**src/verilog/shell_pkg.sv**
```systemverilog
package shell_pkg;

    localparam int WORD_W  = 32;
    localparam int DIGIT_W = 4;
    localparam int DIGITS  = 8;
    localparam int SEG_W   = 7;
    localparam int VIEW_W  = 5;

    // Width of the debounce, rate and scan counters.
    localparam int CNT_W = 32;

    localparam int unsigned DEBOUNCE_DEFAULT = 5_000_000;
    localparam int unsigned SCAN_DEFAULT     = 5_000;
    localparam int unsigned SLOW_DEFAULT     = 25_000_000;
    localparam int unsigned FAST_DEFAULT     = 100_000;

    localparam logic [WORD_W-1:0] FALLBACK_WORD = 32'hABBA_BABA;

    // Active-low segment codes, bit 6 is segment g and bit 0 is segment a.
    localparam logic [SEG_W-1:0] seg_table [16] = '{
        7'b1000000, 7'b1111001, 7'b0100100, 7'b0110000,
        7'b0011001, 7'b0010010, 7'b0000010, 7'b1111000,
        7'b0000000, 7'b0011000, 7'b0001000, 7'b0000011,
        7'b1000110, 7'b0100001, 7'b0000110, 7'b0001110
    };

    typedef struct packed {
        logic [WORD_W-1:0] pc_wb;
        logic [WORD_W-1:0] array_view;
        logic [WORD_W-1:0] ra;
        logic [WORD_W-1:0] s8;
        logic [WORD_W-1:0] sp;
    } cpu_status_t;

    // Digit 0 is the least significant nibble.
    typedef union packed {
        logic [WORD_W-1:0]              value;
        logic [DIGITS-1:0][DIGIT_W-1:0] digits;
    } display_word_t;

    typedef struct packed {
        logic stall;
        logic step;
        logic turbo;
    } buttons_t;

endpackage

```
**src/verilog/board_shell.sv**
```systemverilog
`timescale 1ns/1ps

module board_shell import shell_pkg::*; #(
    parameter int unsigned DEBOUNCE_CYCLES = DEBOUNCE_DEFAULT,
    parameter int unsigned SCAN_CYCLES     = SCAN_DEFAULT,
    parameter int unsigned SLOW_CYCLES     = SLOW_DEFAULT,
    parameter int unsigned FAST_CYCLES     = FAST_DEFAULT
) (
    input  logic              clk,
    input  logic              nrst,
    input  buttons_t          buttons,
    input  logic [VIEW_W-1:0] view,
    input  cpu_status_t       status,
    input  logic              step_ready,
    output logic [DIGITS-1:0] an,
    output logic [SEG_W-1:0]  seg,
    output logic              step_valid,
    output logic              core_nrst
);
    buttons_t          clean_buttons;
    logic [VIEW_W-1:0] clean_view;
    display_word_t     shown;

    // The synchronized reset goes to the core and to every block of the shell.
    input_conditioner #(
        .DEBOUNCE_CYCLES(DEBOUNCE_CYCLES)
    ) i_input_conditioner (
        .clk          (clk),
        .nrst         (nrst),
        .buttons      (buttons),
        .view         (view),
        .sys_nrst     (core_nrst),
        .clean_buttons(clean_buttons),
        .clean_view   (clean_view)
    );

    run_control #(
        .SLOW_CYCLES(SLOW_CYCLES),
        .FAST_CYCLES(FAST_CYCLES)
    ) i_run_control (
        .clk          (clk),
        .nrst         (core_nrst),
        .clean_buttons(clean_buttons),
        .step_ready   (step_ready),
        .step_valid   (step_valid)
    );

    view_select i_view_select (
        .clk       (clk),
        .nrst      (core_nrst),
        .clean_view(clean_view),
        .status    (status),
        .shown     (shown)
    );

    display_scan #(
        .SCAN_CYCLES(SCAN_CYCLES)
    ) i_display_scan (
        .clk  (clk),
        .nrst (core_nrst),
        .shown(shown),
        .an   (an),
        .seg  (seg)
    );

endmodule

```
**src/verilog/display_scan.sv**
```systemverilog
`timescale 1ns/1ps

module display_scan import shell_pkg::*; #(
    parameter int unsigned SCAN_CYCLES = SCAN_DEFAULT
) (
    input  logic              clk,
    input  logic              nrst,
    input  display_word_t     shown,
    output logic [DIGITS-1:0] an,
    output logic [SEG_W-1:0]  seg
);
    logic [CNT_W-1:0]          scan_count;
    logic [$clog2(DIGITS)-1:0] digit_idx;

    // The index wraps from the last digit back to digit 0 on its own.
    always_ff @(posedge clk, negedge nrst) begin
        if (!nrst) begin
            scan_count <= '0;
            digit_idx  <= '0;
        end else if (scan_count == CNT_W'(SCAN_CYCLES - 1)) begin
            scan_count <= '0;
            digit_idx  <= digit_idx + 1'b1;
        end else begin
            scan_count <= scan_count + CNT_W'(1);
        end
    end

    // Anodes are active low.
    assign an = ~(DIGITS'(1) << digit_idx);

    assign seg = seg_table[shown.digits[digit_idx]];

    // Two lit digits at once would smear the display.
    assert property (@(posedge clk) disable iff (!nrst)
        $onehot(~an))
        else $error("more or less than one digit enabled, an=%b", an);

endmodule

```
**src/verilog/input_conditioner.sv**
```systemverilog
`timescale 1ns/1ps

module input_conditioner import shell_pkg::*; #(
    parameter int unsigned DEBOUNCE_CYCLES = DEBOUNCE_DEFAULT
) (
    input  logic              clk,
    input  logic              nrst,
    input  buttons_t          buttons,
    input  logic [VIEW_W-1:0] view,
    output logic              sys_nrst,
    output buttons_t          clean_buttons,
    output logic [VIEW_W-1:0] clean_view
);
    logic                               rst_meta;
    logic [VIEW_W+$bits(buttons_t)-1:0] raw;
    logic [VIEW_W+$bits(buttons_t)-1:0] sync_0;
    logic [VIEW_W+$bits(buttons_t)-1:0] sync_1;
    logic [VIEW_W+$bits(buttons_t)-1:0] prev;
    logic [VIEW_W+$bits(buttons_t)-1:0] clean;
    logic [CNT_W-1:0]                   count [VIEW_W+$bits(buttons_t)];

    // Reset asserts at once and is released two clock edges after nrst rises.
    always_ff @(posedge clk, negedge nrst) begin
        if (!nrst) begin
            rst_meta <= 1'b0;
            sys_nrst <= 1'b0;
        end else begin
            rst_meta <= 1'b1;
            sys_nrst <= rst_meta;
        end
    end

    assign raw = {view, buttons};

    always_ff @(posedge clk, negedge sys_nrst) begin
        if (!sys_nrst) begin
            sync_0 <= '0;
            sync_1 <= '0;
            prev   <= '0;
        end else begin
            sync_0 <= raw;
            sync_1 <= sync_0;
            prev   <= sync_1;
        end
    end

    // A level is accepted only after it has been stable for the full count.
    always_ff @(posedge clk, negedge sys_nrst) begin
        if (!sys_nrst) begin
            for (int i = 0; i < $bits(raw); i++) begin
                count[i] <= '0;
            end
            clean <= '0;
        end else begin
            for (int i = 0; i < $bits(raw); i++) begin
                if (sync_1[i] != prev[i]) begin
                    count[i] <= '0;
                end else if (count[i] != CNT_W'(DEBOUNCE_CYCLES)) begin
                    count[i] <= count[i] + CNT_W'(1);
                end else begin
                    clean[i] <= sync_1[i];
                end
            end
        end
    end

    assign {clean_view, clean_buttons} = clean;

endmodule

```
**src/verilog/run_control.sv**
```systemverilog
`timescale 1ns/1ps

module run_control import shell_pkg::*; #(
    parameter int unsigned SLOW_CYCLES = SLOW_DEFAULT,
    parameter int unsigned FAST_CYCLES = FAST_DEFAULT
) (
    input  logic     clk,
    input  logic     nrst,
    input  buttons_t clean_buttons,
    input  logic     step_ready,
    output logic     step_valid
);
    logic [CNT_W-1:0] rate_count;
    logic [CNT_W-1:0] rate_last;
    logic             turbo_prev;
    logic             turbo_changed;
    logic             step_prev;
    logic             tick;
    logic             step_edge;
    logic             request;
    logic             handshake;

    assign rate_last = clean_buttons.turbo ? CNT_W'(FAST_CYCLES - 1)
                                           : CNT_W'(SLOW_CYCLES - 1);

    assign turbo_changed = clean_buttons.turbo != turbo_prev;
    assign tick          = !turbo_changed && (rate_count == rate_last);
    assign step_edge     = clean_buttons.step && !step_prev;

    // While stalled only a step press asks for a step, the rate ticks are ignored.
    assign request   = clean_buttons.stall ? step_edge : tick;
    assign handshake = step_valid && step_ready;

    always_ff @(posedge clk, negedge nrst) begin
        if (!nrst) begin
            rate_count <= '0;
            turbo_prev <= 1'b0;
            step_prev  <= 1'b0;
        end else begin
            turbo_prev <= clean_buttons.turbo;
            step_prev  <= clean_buttons.step;
            if (turbo_changed || rate_count == rate_last) begin
                rate_count <= '0;
            end else begin
                rate_count <= rate_count + CNT_W'(1);
            end
        end
    end

    // A request seen while one is still pending is lost.
    always_ff @(posedge clk, negedge nrst) begin
        if (!nrst) begin
            step_valid <= 1'b0;
        end else if (handshake) begin
            step_valid <= 1'b0;
        end else if (request) begin
            step_valid <= 1'b1;
        end
    end

    // The core may hold off a step for any time; the request must wait for it.
    assert property (@(posedge clk) disable iff (!nrst)
        step_valid && !step_ready |=> step_valid)
        else $error("step_valid fell without a handshake");

endmodule

```
**src/verilog/view_select.sv**
```systemverilog
`timescale 1ns/1ps

module view_select import shell_pkg::*; (
    input  logic              clk,
    input  logic              nrst,
    input  logic [VIEW_W-1:0] clean_view,
    input  cpu_status_t       status,
    output display_word_t     shown
);
    logic [VIEW_W-1:0] view_cfg;

    always_ff @(posedge clk, negedge nrst) begin
        if (!nrst) begin
            view_cfg <= '0;
        end else begin
            view_cfg <= clean_view;
        end
    end

    // Exactly one switch must be up, anything else shows the fallback pattern.
    always_comb begin
        case (view_cfg)
            5'b10000: begin
                shown.value = status.pc_wb;
            end
            5'b01000: begin
                shown.value = status.array_view;
            end
            5'b00100: begin
                shown.value = status.ra;
            end
            5'b00010: begin
                shown.value = status.s8;
            end
            5'b00001: begin
                shown.value = status.sp;
            end
            default: begin
                shown.value = FALLBACK_WORD;
            end
        endcase
    end

endmodule
```
**config.mk**
```make
export PLATFORM = sky130hd
export DESIGN_NAME = board_shell
export DESIGN_NICKNAME = d
export VERILOG_FILES = /design/src/verilog/shell_pkg.sv /design/src/verilog/board_shell.sv /design/src/verilog/display_scan.sv /design/src/verilog/input_conditioner.sv /design/src/verilog/run_control.sv /design/src/verilog/view_select.sv
export SDC_FILE = /design/constraint.sdc
export NUM_CORES = 1
export LEC_CHECK = 0
export BUFFER_PORTS_ARGS = -buffer_cell sky130_fd_sc_hd__buf_4
export CORE_ASPECT_RATIO = 1.5
export CORE_MARGIN = 5
export CORE_UTILIZATION = 64
export CTS_CLUSTER_DIAMETER = 40
export DETAILED_ROUTE_END_ITERATION = 8
export PLACE_DENSITY = 0.84
export SLEW_MARGIN = 20
export SYNTH_ARGS = -nofsm -noshare
export SYNTH_HDL_FRONTEND = slang
export SYNTH_SLANG_ARGS = --single-unit
```
**constraint.sdc**
```tcl
create_clock -name clk -period 27.7 [get_ports clk]
set_clock_uncertainty 0.1 [all_clocks]
set_input_delay 4.155 -clock clk [delete_from_list [all_inputs] [get_ports clk]]
set_output_delay 4.155 -clock clk [all_outputs]
set_load 0.01 [all_outputs]
```
==> metrics.cfg, run 1 <==
[hold_path]
min_path_type=reg -> reg
min_path_cells=0
hp-start=i_input_conditioner.sync_0[2]

[global_routing]
grt_max_degree=158
grt_remaining_overflow=0
antenna_found_initial=0
grt_pass1_wl_microns=78800
grt_use_total_pct=29.0
grt_pass1_vias=16007

[place]
routabilityCongestion=0.975
port-buffer-count=187
post-dp-hpwl_microns=34200

[worst_setup_path]
crit_type=in -> out
r2r_cells=8
critPathLaunch=status[13]
worstPathArrival_ns=7.18
start_kind=primary input
crit_fanout=6
worst_r2r_startpoint=i_input_conditioner.count[194]
cp-end-kind=output port
required_ns=23.44

[sta]
post-route-period-util_pct=41.3
setup_viol=0
rsz0062_at_grt=no
maxSlewHeadroom_pct=24.4
report.final.slew_viol_count=0
fmax_mhz=87.5
worst_pin_slew_ns=1.13
finalHoldViolCount=0
period_minus_slack_ns=11.43
tns_ns=0

[drt]
antenna_left=0
wl_microns=48500
dr.pass1.iters=5
routedWlPerCell_microns=18.6
vias_per_cell=6.01
drc=0
drt-initial-drc-count=979
num_vias=15710

[clock_tree]
cts_root_buf=clkbuf_16
clk_pin_slew_ns=0.06
tritoncts=done
cts-resized-gates=0
cts_sinks=365
cts_made_buffers=35
max-clock-path-buffers=3
clk_latency_ns=0.53
holdBufCountCts=0
post_cts.repair.setup_buffers=0
cts_max_level=2

[logic_synthesis]
synth_edf_count=0
synth.avg_cell_area_sq_um=9.44
synth-main-ff-cell=dfrtp_1
syn_nets=2211
yosysWarnings=0
async_reset_ff_share_pct=100
synth_cells=2010
syn_area_sq_mm=0.0190
synthTopCellsByCount=dfrtp_1, nor2_1, xor2_1, nand2_1, nand3_1
synth_cell_types=73
synth.top_cells.by_area=dfrtp_1, xor2_1, nor2_1
yosys_register_bits=365
ys_seq_area_share_pct=48.1
synth_largest_area_cell=dfrtp_1
synth_most_common_cell=dfrtp_1
yosysTopAreaCellShare_pct=48.1

[pwr]
pwr-share-seq_pct=49.9
p_switching_mw=0.253
power.leakage_nw=9.65
p_sw_share_pct=22.9
peakVddDrop_uv=51.7
fin_total_pwr_mw=1.11
power_density_mw_per_mm2=50.2
intPower_mw=0.852
p_clk_share_pct=44.0
comb_power_share_pct=6.1

[floorplanning]
die-area_sq_mm=0.0333
core_sq_mm=0.0294
die_w_microns=151
die_y_microns=221
ios=188
initial_utilization_pct=64.6
core.rowCount=77

[layout]
nFillCells=2044
layout-drive-gt1-share_pct=13.7
final_nets=2393
syn_to_final_growth_pct=16.0
antenna-diode-count=0
regArea_sq_mm=0.00914
multi_input_area_sq_mm=0.00942

[flow_run]
drv_cap=0

[status]
status=finished, final reports clean

-- per-stage QoR --
step / hold WS [ns] / worst slack, ns / cells / area (sq um) / util (%)
4_1_cts: 0.240 / 16.43 / 2612 / 22000 / 74.8
3_5_place_dp: 0.235 / 16.43 / 2550 / 20800 / 70.9
5_1_grt: 0.245 / 16.12 / 2612 / 22000 / 74.9
6_report: 0.237 / 16.27 / 2612 / 22000 / 74.9
3_3_place_gp: 0.232 / 16.48 / 2550 / 20800 / 70.9
2_1_floorplan: 0.231 / 15.25 / 2010 / 19000 / -
-- state kept, by name, summed over array words and instances (netlist names) --
register and count:
i_input_conditioner.count 256, i_display_scan.scan_count 32, i_run_control.rate_count 32, i_input_conditioner.clean 8
i_input_conditioner.prev 8, i_input_conditioner.sync_0 8, i_input_conditioner.sync_1 8, i_view_select.view_cfg 5
i_display_scan.digit_idx 3, i_input_conditioner.rst_meta 1, i_input_conditioner.sys_nrst 1, i_run_control.step_prev 1
i_run_control.step_valid 1, i_run_control.turbo_prev 1
-- per-layer routing --
layer / GRT usage [%] / share of wire (%) / vias up
li1: - / - / 7347
met1: 32.1 / 36 / 7690
met2: 51.0 / 51 / 507
met3: 5.79 / 6.4 / 166
met4: 16.7 / 6.6 / 0
met5: 0 / 0 / -
-- power groups by stage --
stage               combinational (mW)  sequential, mW  clock, mW
floorplan                       0.0281           0.565          0
global placement                0.0644           0.561          0
detailed placement              0.0673           0.561          0
CTS                             0.0680           0.551      0.497
global route                    0.0753           0.553      0.520
finish                          0.0673           0.551      0.487
-- worst paths after layout --
kind | to | slack [ns]
max in group asynchronous | i_input_conditioner.sys_nrst | 24.09
hold / removal | i_input_conditioner.sync_1[2] | 0.24
setup reg to reg | i_input_conditioner.count[221] | 24.84
min in group asynchronous | i_input_conditioner.count[147] | 0.27
setup / recovery | seg[3] | 16.27
hold reg to reg | i_input_conditioner.sync_1[2] | 0.24
-- cell usage in the layout (no fill, tap or decap), types with 7 or more instances in the layout --
cell type	Yosys	routed
ha_1	30	30
dfrtp_1	365	364
xnor2_1	89	89
and3_1	60	60
nor3_1	36	36
nand3_1	126	126
nor2b_1	11	11
and4_1	14	14
nand3b_1	10	10
a222oi_1	7	7
nand2b_1	10	9
or4_1	9	9
a221oi_1	7	7
a211oi_1	8	8
clkbuf_16	0	37
nor4b_1	26	26
a22o_1	9	9
mux2i_1	9	9
and2_1	13	13
o21ai_0	44	44
nand4_1	72	72
buf_4	3	206
a22oi_1	27	27
nor4_1	36	35
nor2_1	327	327
a21oi_1	67	67
xor2_2	0	8
a31oi_1	8	8
inv_1	52	52
or3_1	45	45
nand2_1	165	165
xor2_1	187	179
-- cell families after synthesis --
logic type / share of synthesized area (%)
AOI/OAI and AO/OA: 7.40
xor gates and xnor gates: 12.7
adders and majority gates: 1.98
buffers and inverters: 2.66
DFF: 48.1
muxes: 0.771
other: 0.0198
and+or+nand+nor: 26.3
-- critical path: stages --
cell,delay (ns)
buf_4,0.11
a22o_1,0.20
a22oi_1,0.16
nand3_1,0.11
nand3_1,0.11
a21oi_1,0.16
a211oi_1,0.60
inv_1,0.15
ha_1,0.39
nor2b_1,0.13
a211oi_1,0.06
a211oi_1,0.61
buf_4,0.24
-- area by class of cell --
cell class,instances,area share (%)
clock buffer,46,4.50
multi-input combinational,1527,42.8
sequential,365,41.5
inverter,54,0.921
tap,395,2.25
clock inverter,16,0.813
timing repair buffer,209,7.22
Note: power is estimated with default switching activity, not from simulation.
==> run 2, diff against run 1 <==
Settings changed: ABC_AREA set to 1, CORE_UTILIZATION 64 to 61, PLACE_DENSITY 0.84 to 0.8.
Clock period 27.7 ns to 11 ns, I/O delays scaled along.
==> metrics.cfg, run 2 <==
[pwr]
power.leakage_nw=11.1
peakVddDrop_uv=140
fin_total_pwr_mw=2.98
power_density_mw_per_mm2=122

[layout]
final_cell_mix=nand2_1, inv_1, nor2_1, dfrtp_1, buf_4
top_register=i_input_conditioner.count
largest_registers=i_input_conditioner.count: 256 flops, i_display_scan.scan_count: 32 flops, i_run_control.rate_count: 32 flops
nFillCells=2794
syn_to_final_growth_pct=14.9
antenna-diode-count=0
final_nets=3265
final_common_cell=nand2_1
fin_cells=3562
largest_reg_flops=256
layout-drive-gt1-share_pct=10.9

[worst_setup_path]
worstPathArrival_ns=4.35
cp_slowest_cell=nand3_2
cp-end-kind=output port
critPathTopFamily=simple AND/OR/NAND/NOR gates
reg2reg_slack_ns=8.01
worst_r2r_startpoint=i_run_control.rate_count[0]
critPathBufInv=4
required_ns=9.25
reg2reg_to=i_run_control.rate_count[4]
crit_type=reg -> out
start_kind=flop
crit_fanout=65
critPathMaxStageDelay_ns=0.71
worst_path_most_repeated_cell=nand2_1
r2r_cells=9
path_cells=inv_4 -> nand3_2 -> nand3_1 -> nor2_2 -> nor2_1 -> nand2_1 -> nand2_1 -> nand2_1 -> nand3_1 -> nand2_1 -> inv_1 -> ha_1 -> inv_1 -> nand2_1 -> nand2_1 -> nand2_1 -> nand2_1 -> buf_4

[clock_tree]
post_cts.repair.setup_buffers=0
tritoncts=done
cts_max_level=2
cts_sinks=365
clk_pin_slew_ns=0.06
max-clock-path-buffers=3
cts_made_buffers=42
clk_latency_ns=0.55
cts_root_buf=clkbuf_16
cts-resized-gates=0
holdBufCountCts=0

[logic_synthesis]
synthTopCellsByCount=nand2_1, inv_1, nor2_1, dfrtp_1
synth_most_common_cell=nand2_1
syn_nets=3084
synth.avg_cell_area_sq_um=7.39
synth-main-ff-cell=dfrtp_1
async_reset_ff_share_pct=100
yosysWarnings=0
synth_cell_types=54
ys_seq_area_share_pct=42.9
syn_area_sq_mm=0.0213
synth_edf_count=0
synth.top_cells.by_area=dfrtp_1, nand2_1, inv_1
synth_cells=2883
yosysTopAreaCellShare_pct=42.9
yosys_register_bits=365
synth_largest_area_cell=dfrtp_1

[place]
dpl.cell_count=3487
post-dp-hpwl_microns=42600
port-buffer-count=187
routabilityCongestion=0.970

[global_routing]
grt_max_degree=78
grt_remaining_overflow=0
grt_pass1_vias=20045
grt_use_total_pct=29.6
antenna_found_initial=0
grt_pass1_wl_microns=95900

[floorplanning]
die_w_microns=163
core.rowCount=83
ios=188
die-area_sq_mm=0.0388
initial_utilization_pct=62.0
core_sq_mm=0.0344
die_y_microns=239

[sta]
finalHoldViolCount=0
tns_ns=0
rsz0062_at_grt=no
report.final.slew_viol_count=0
period_minus_slack_ns=6.10
post-route-period-util_pct=55.5
maxSlewHeadroom_pct=26.9
worst_pin_slew_ns=1.09
fmax_mhz=164
setup_viol=0

[drt]
routedWlPerCell_microns=16.4
highest_layer=met4
dr.pass1.iters=6
antenna_left=0
wl_microns=58500
num_vias=20336
dr_wl_met3_microns=3340
vias_per_cell=5.71
drt-initial-drc-count=1665
met2WireLength_microns=30000
wl_met1_microns=22400
drc=0

[hold_path]
hp-start=i_input_conditioner.sync_0[3]
holdPathEnd=i_input_conditioner.sync_1[3]
min_path_cells=0
min_path_type=reg -> reg

[status]
status=finished, final reports clean

[flow_run]
drv_cap=0

## run 2: cell count changes after synthesis, sizes merged, moves of 80 or more
cell	change
a21oi	+96
inv	+396
nand2	+355
nand4	+80
nor3	+133
o21ai	+131
xor2	-133
## run 2: cells by family after synthesis
logic type                 Yosys count  share of synthesized area (%)
DFF                                365                           42.9
adders and majority gates           30                           1.76
muxes                                1                         0.0529
and+or+nand+nor                   1508                           32.7
AOI/OAI and AO/OA                  396                           9.95
other                                1                         0.0176
buffers and inverters              512                           9.71
xor gates and xnor gates            70                           2.88
## run 2: power by group
group          internal [mW]  switching (mW)
Combinational         0.0638          0.0874
Sequential              1.36          0.0156
Clock                  0.874           0.580
Total                   2.29           0.683
## run 2: final cells by class
cell class                 instances  area, sq um  area share (%)
clock buffer                      51         1150            4.68
clock inverter                    24          305            1.25
inverter                         451         1700            6.94
multi-input combinational       2006        10100            41.3
sequential                       365         9140            37.3
tap                              467          584            2.39
timing repair buffer             198         1490            6.08
## run 2: metal layers
| metal | track usage, % | vias up |
|---|---|---|
| met2 | 54.3 | 697 |
| met1 | 33.7 | 9578 |
| met4 | 13.5 | 0 |
| met3 | 4.47 | 168 |
| li1 | - | 9893 |
| met5 | 0 | - |
## run 2: worst max-delay path by stage
stage | startpoint | to | depth (start not counted)
after CTS | i_view_select.view_cfg[4] | seg[3] | 18
after global routing | i_view_select.view_cfg[4] | seg[3] | 18
after detailed placement | i_view_select.view_cfg[4] | seg[3] | 18
final | i_view_select.view_cfg[4] | seg[3] | 18
after global placement | i_view_select.view_cfg[4] | seg[3] | 18
after floorplan | i_input_conditioner.sys_nrst | core_nrst | 0
## run 2: stage by stage
stage / hold WS, ns / utilization [%] / area (sq um) / setup slack, ns
6_report: 0.242 / 71.2 / 24500 / 4.90
5_1_grt: 0.253 / 71.2 / 24500 / 4.69
4_1_cts: 0.249 / 71.1 / 24500 / 5.00
3_5_place_dp: 0.238 / 66.9 / 23000 / 5.56
3_3_place_gp: 0.235 / 66.9 / 23000 / 5.66
2_1_floorplan: 0.231 / - / 21300 / 4.69
==> run 3, diff against run 2 <==
Clock period 11 ns to 5.7 ns, I/O delays scaled along.
==> metrics.cfg, run 3 (synthesized netlist as in run 2, its figures left out) <==
[global_routing]
antenna_found_initial=0
grt_use_total_pct=30.1
grt_remaining_overflow=0
grt_max_degree=147
grt_pass1_wl_microns=97500
grt_pass1_vias=20531

[sta]
post-route-period-util_pct=83.0
report.final.slew_viol_count=0
period_minus_slack_ns=4.73
hold_slack_ns=0.248
tns_ns=0
maxSlewHeadroom_pct=26.3
worst_pin_slew_ns=1.10
setup_viol=0
fmax_mhz=211
rsz0062_at_grt=no
finalHoldViolCount=0

[clock_tree]
tritoncts=done
cts_sinks=365
clk_latency_ns=0.54
clk_pin_slew_ns=0.06
holdBufCountCts=1
cts_max_level=2
max-clock-path-buffers=3
cts-resized-gates=0
cts_made_buffers=41
post_cts.repair.setup_buffers=0
cts_root_buf=clkbuf_16

[status]
status=finished, final reports clean

[layout]
layout-drive-gt1-share_pct=11.1
final_cell_mix=nand2_1, inv_1, nor2_1, dfrtp_1, buf_4
syn_to_final_growth_pct=15.0
nFillCells=2745
final_area_sq_mm=0.0245
top_register=i_input_conditioner.count
final_common_cell=nand2_1
largest_reg_flops=256
largest_registers=i_input_conditioner.count: 256 flops, i_display_scan.scan_count: 32 flops, i_run_control.rate_count: 32 flops
final_nets=3268

[floorplanning]
core_sq_mm=0.0344
core.rowCount=83
die_y_microns=239
die-area_sq_mm=0.0388
initial_utilization_pct=62.0
ios=188
die_w_microns=163

[hold_path]
min_path_type=reg -> reg
hp-start=i_input_conditioner.rst_meta

[place]
dpl_cell_area_sq_mm=0.0230
port-buffer-count=187
post-dp-hpwl_microns=43500
routabilityCongestion=1.01

[pwr]
power_density_mw_per_mm2=234
peakVddDrop_uv=461
power.leakage_nw=11.1

[drt]
routedWlPerCell_microns=16.7
antenna_left=0
wl_microns=59400
dr.pass1.iters=6
drc=0
vias_per_cell=5.75
drt-initial-drc-count=1604
num_vias=20502

[worst_setup_path]
cp-end-kind=output port
required_ns=4.74
start_kind=flop
worstPathArrival_ns=3.78
crit_fanout=45
worst_r2r_startpoint=i_run_control.rate_count[0]
critPathLaunch=i_view_select.view_cfg[4]
crit_type=reg -> out

[flow_run]
drv_cap=0

## run 3: changes by cell type in the layout (fill, tap and decap cells not counted), moves of 2 or more
cell,previous run,this run
clkbuf_1,4,2
clkinv_8,0,2
nor2_1,385,383
nor2_2,13,15
## run 3: worst max-delay path: stages, from the launching register on
cell	delay, ns
dfrtp_1	0.58
inv_4	0.30
nand3_2	0.24
buf_4	0.31
nand3_1	0.13
nor2_2	0.22
nor2_1	0.09
nand2_1	0.09
nand2_1	0.06
nand2_1	0.07
nand3_1	0.11
nand2_1	0.16
inv_1	0.10
ha_1	0.31
inv_1	0.08
nand2_1	0.05
nand2_1	0.06
nand2_1	0.05
nand2_1	0.08
buf_4	0.13
## run 3: worst paths after layout
kind / to / slack, ns / depth (start not counted)
max: seg[3] / 0.97 / 19
min: i_input_conditioner.sys_nrst / 0.25 / 0
max reg2reg: i_run_control.rate_count[4] / 2.81 / 9
min reg2reg: i_input_conditioner.sys_nrst / 0.25 / 0
max in group asynchronous: i_input_conditioner.count[217] / 3.63 / 2
min in group asynchronous: i_input_conditioner.count[245] / 0.40 / 1
## run 3: area by class of cell
class / instances / area, sq um / share of cell area [%]
well taps: 467 / 584 / 2.39
inverters: 451 / 1700 / 6.93
repair buffers: 202 / 1540 / 6.27
clock buffers: 47 / 1100 / 4.49
flip-flops and latches: 365 / 9140 / 37.3
clock inverters: 26 / 333 / 1.36
multi-input cells: 2006 / 10100 / 41.3
diodes: 1 / 2.50 / 0.0102
## run 3: stage by stage
stage | cells | util, % | setup slack (ns) | power [mW]
after global placement | 3490 | 67.0 | 1.62 | 2.99
after CTS | 3564 | 71.2 | 1.02 | 5.77
after detailed placement | 3490 | 67.0 | 1.60 | 3.00
after global routing | 3564 | 71.2 | 0.624 | 5.93
final | 3565 | 71.3 | 0.968 | 5.73
after floorplan | 2883 | - | 1.85 | 2.83
## run 3: power by group
group	leakage (nW)	switching (mW)	internal, mW
clock	0.702	1.13	1.65
combinational	5.40	0.189	0.124
sequential	5.00	0.0229	2.62
total	11.1	1.34	4.39
## run 3: metal layers
| layer | track usage (%) | up-vias | part of all wire (%) |
|---|---|---|---|
| met5 | 0 | - | 0 |
| met4 | 15.1 | 0 | 5.6 |
| met1 | 34.3 | 9590 | 38 |
| met3 | 4.69 | 197 | 6.4 |
| li1 | - | 9913 | - |
| met2 | 54.7 | 802 | 50 |
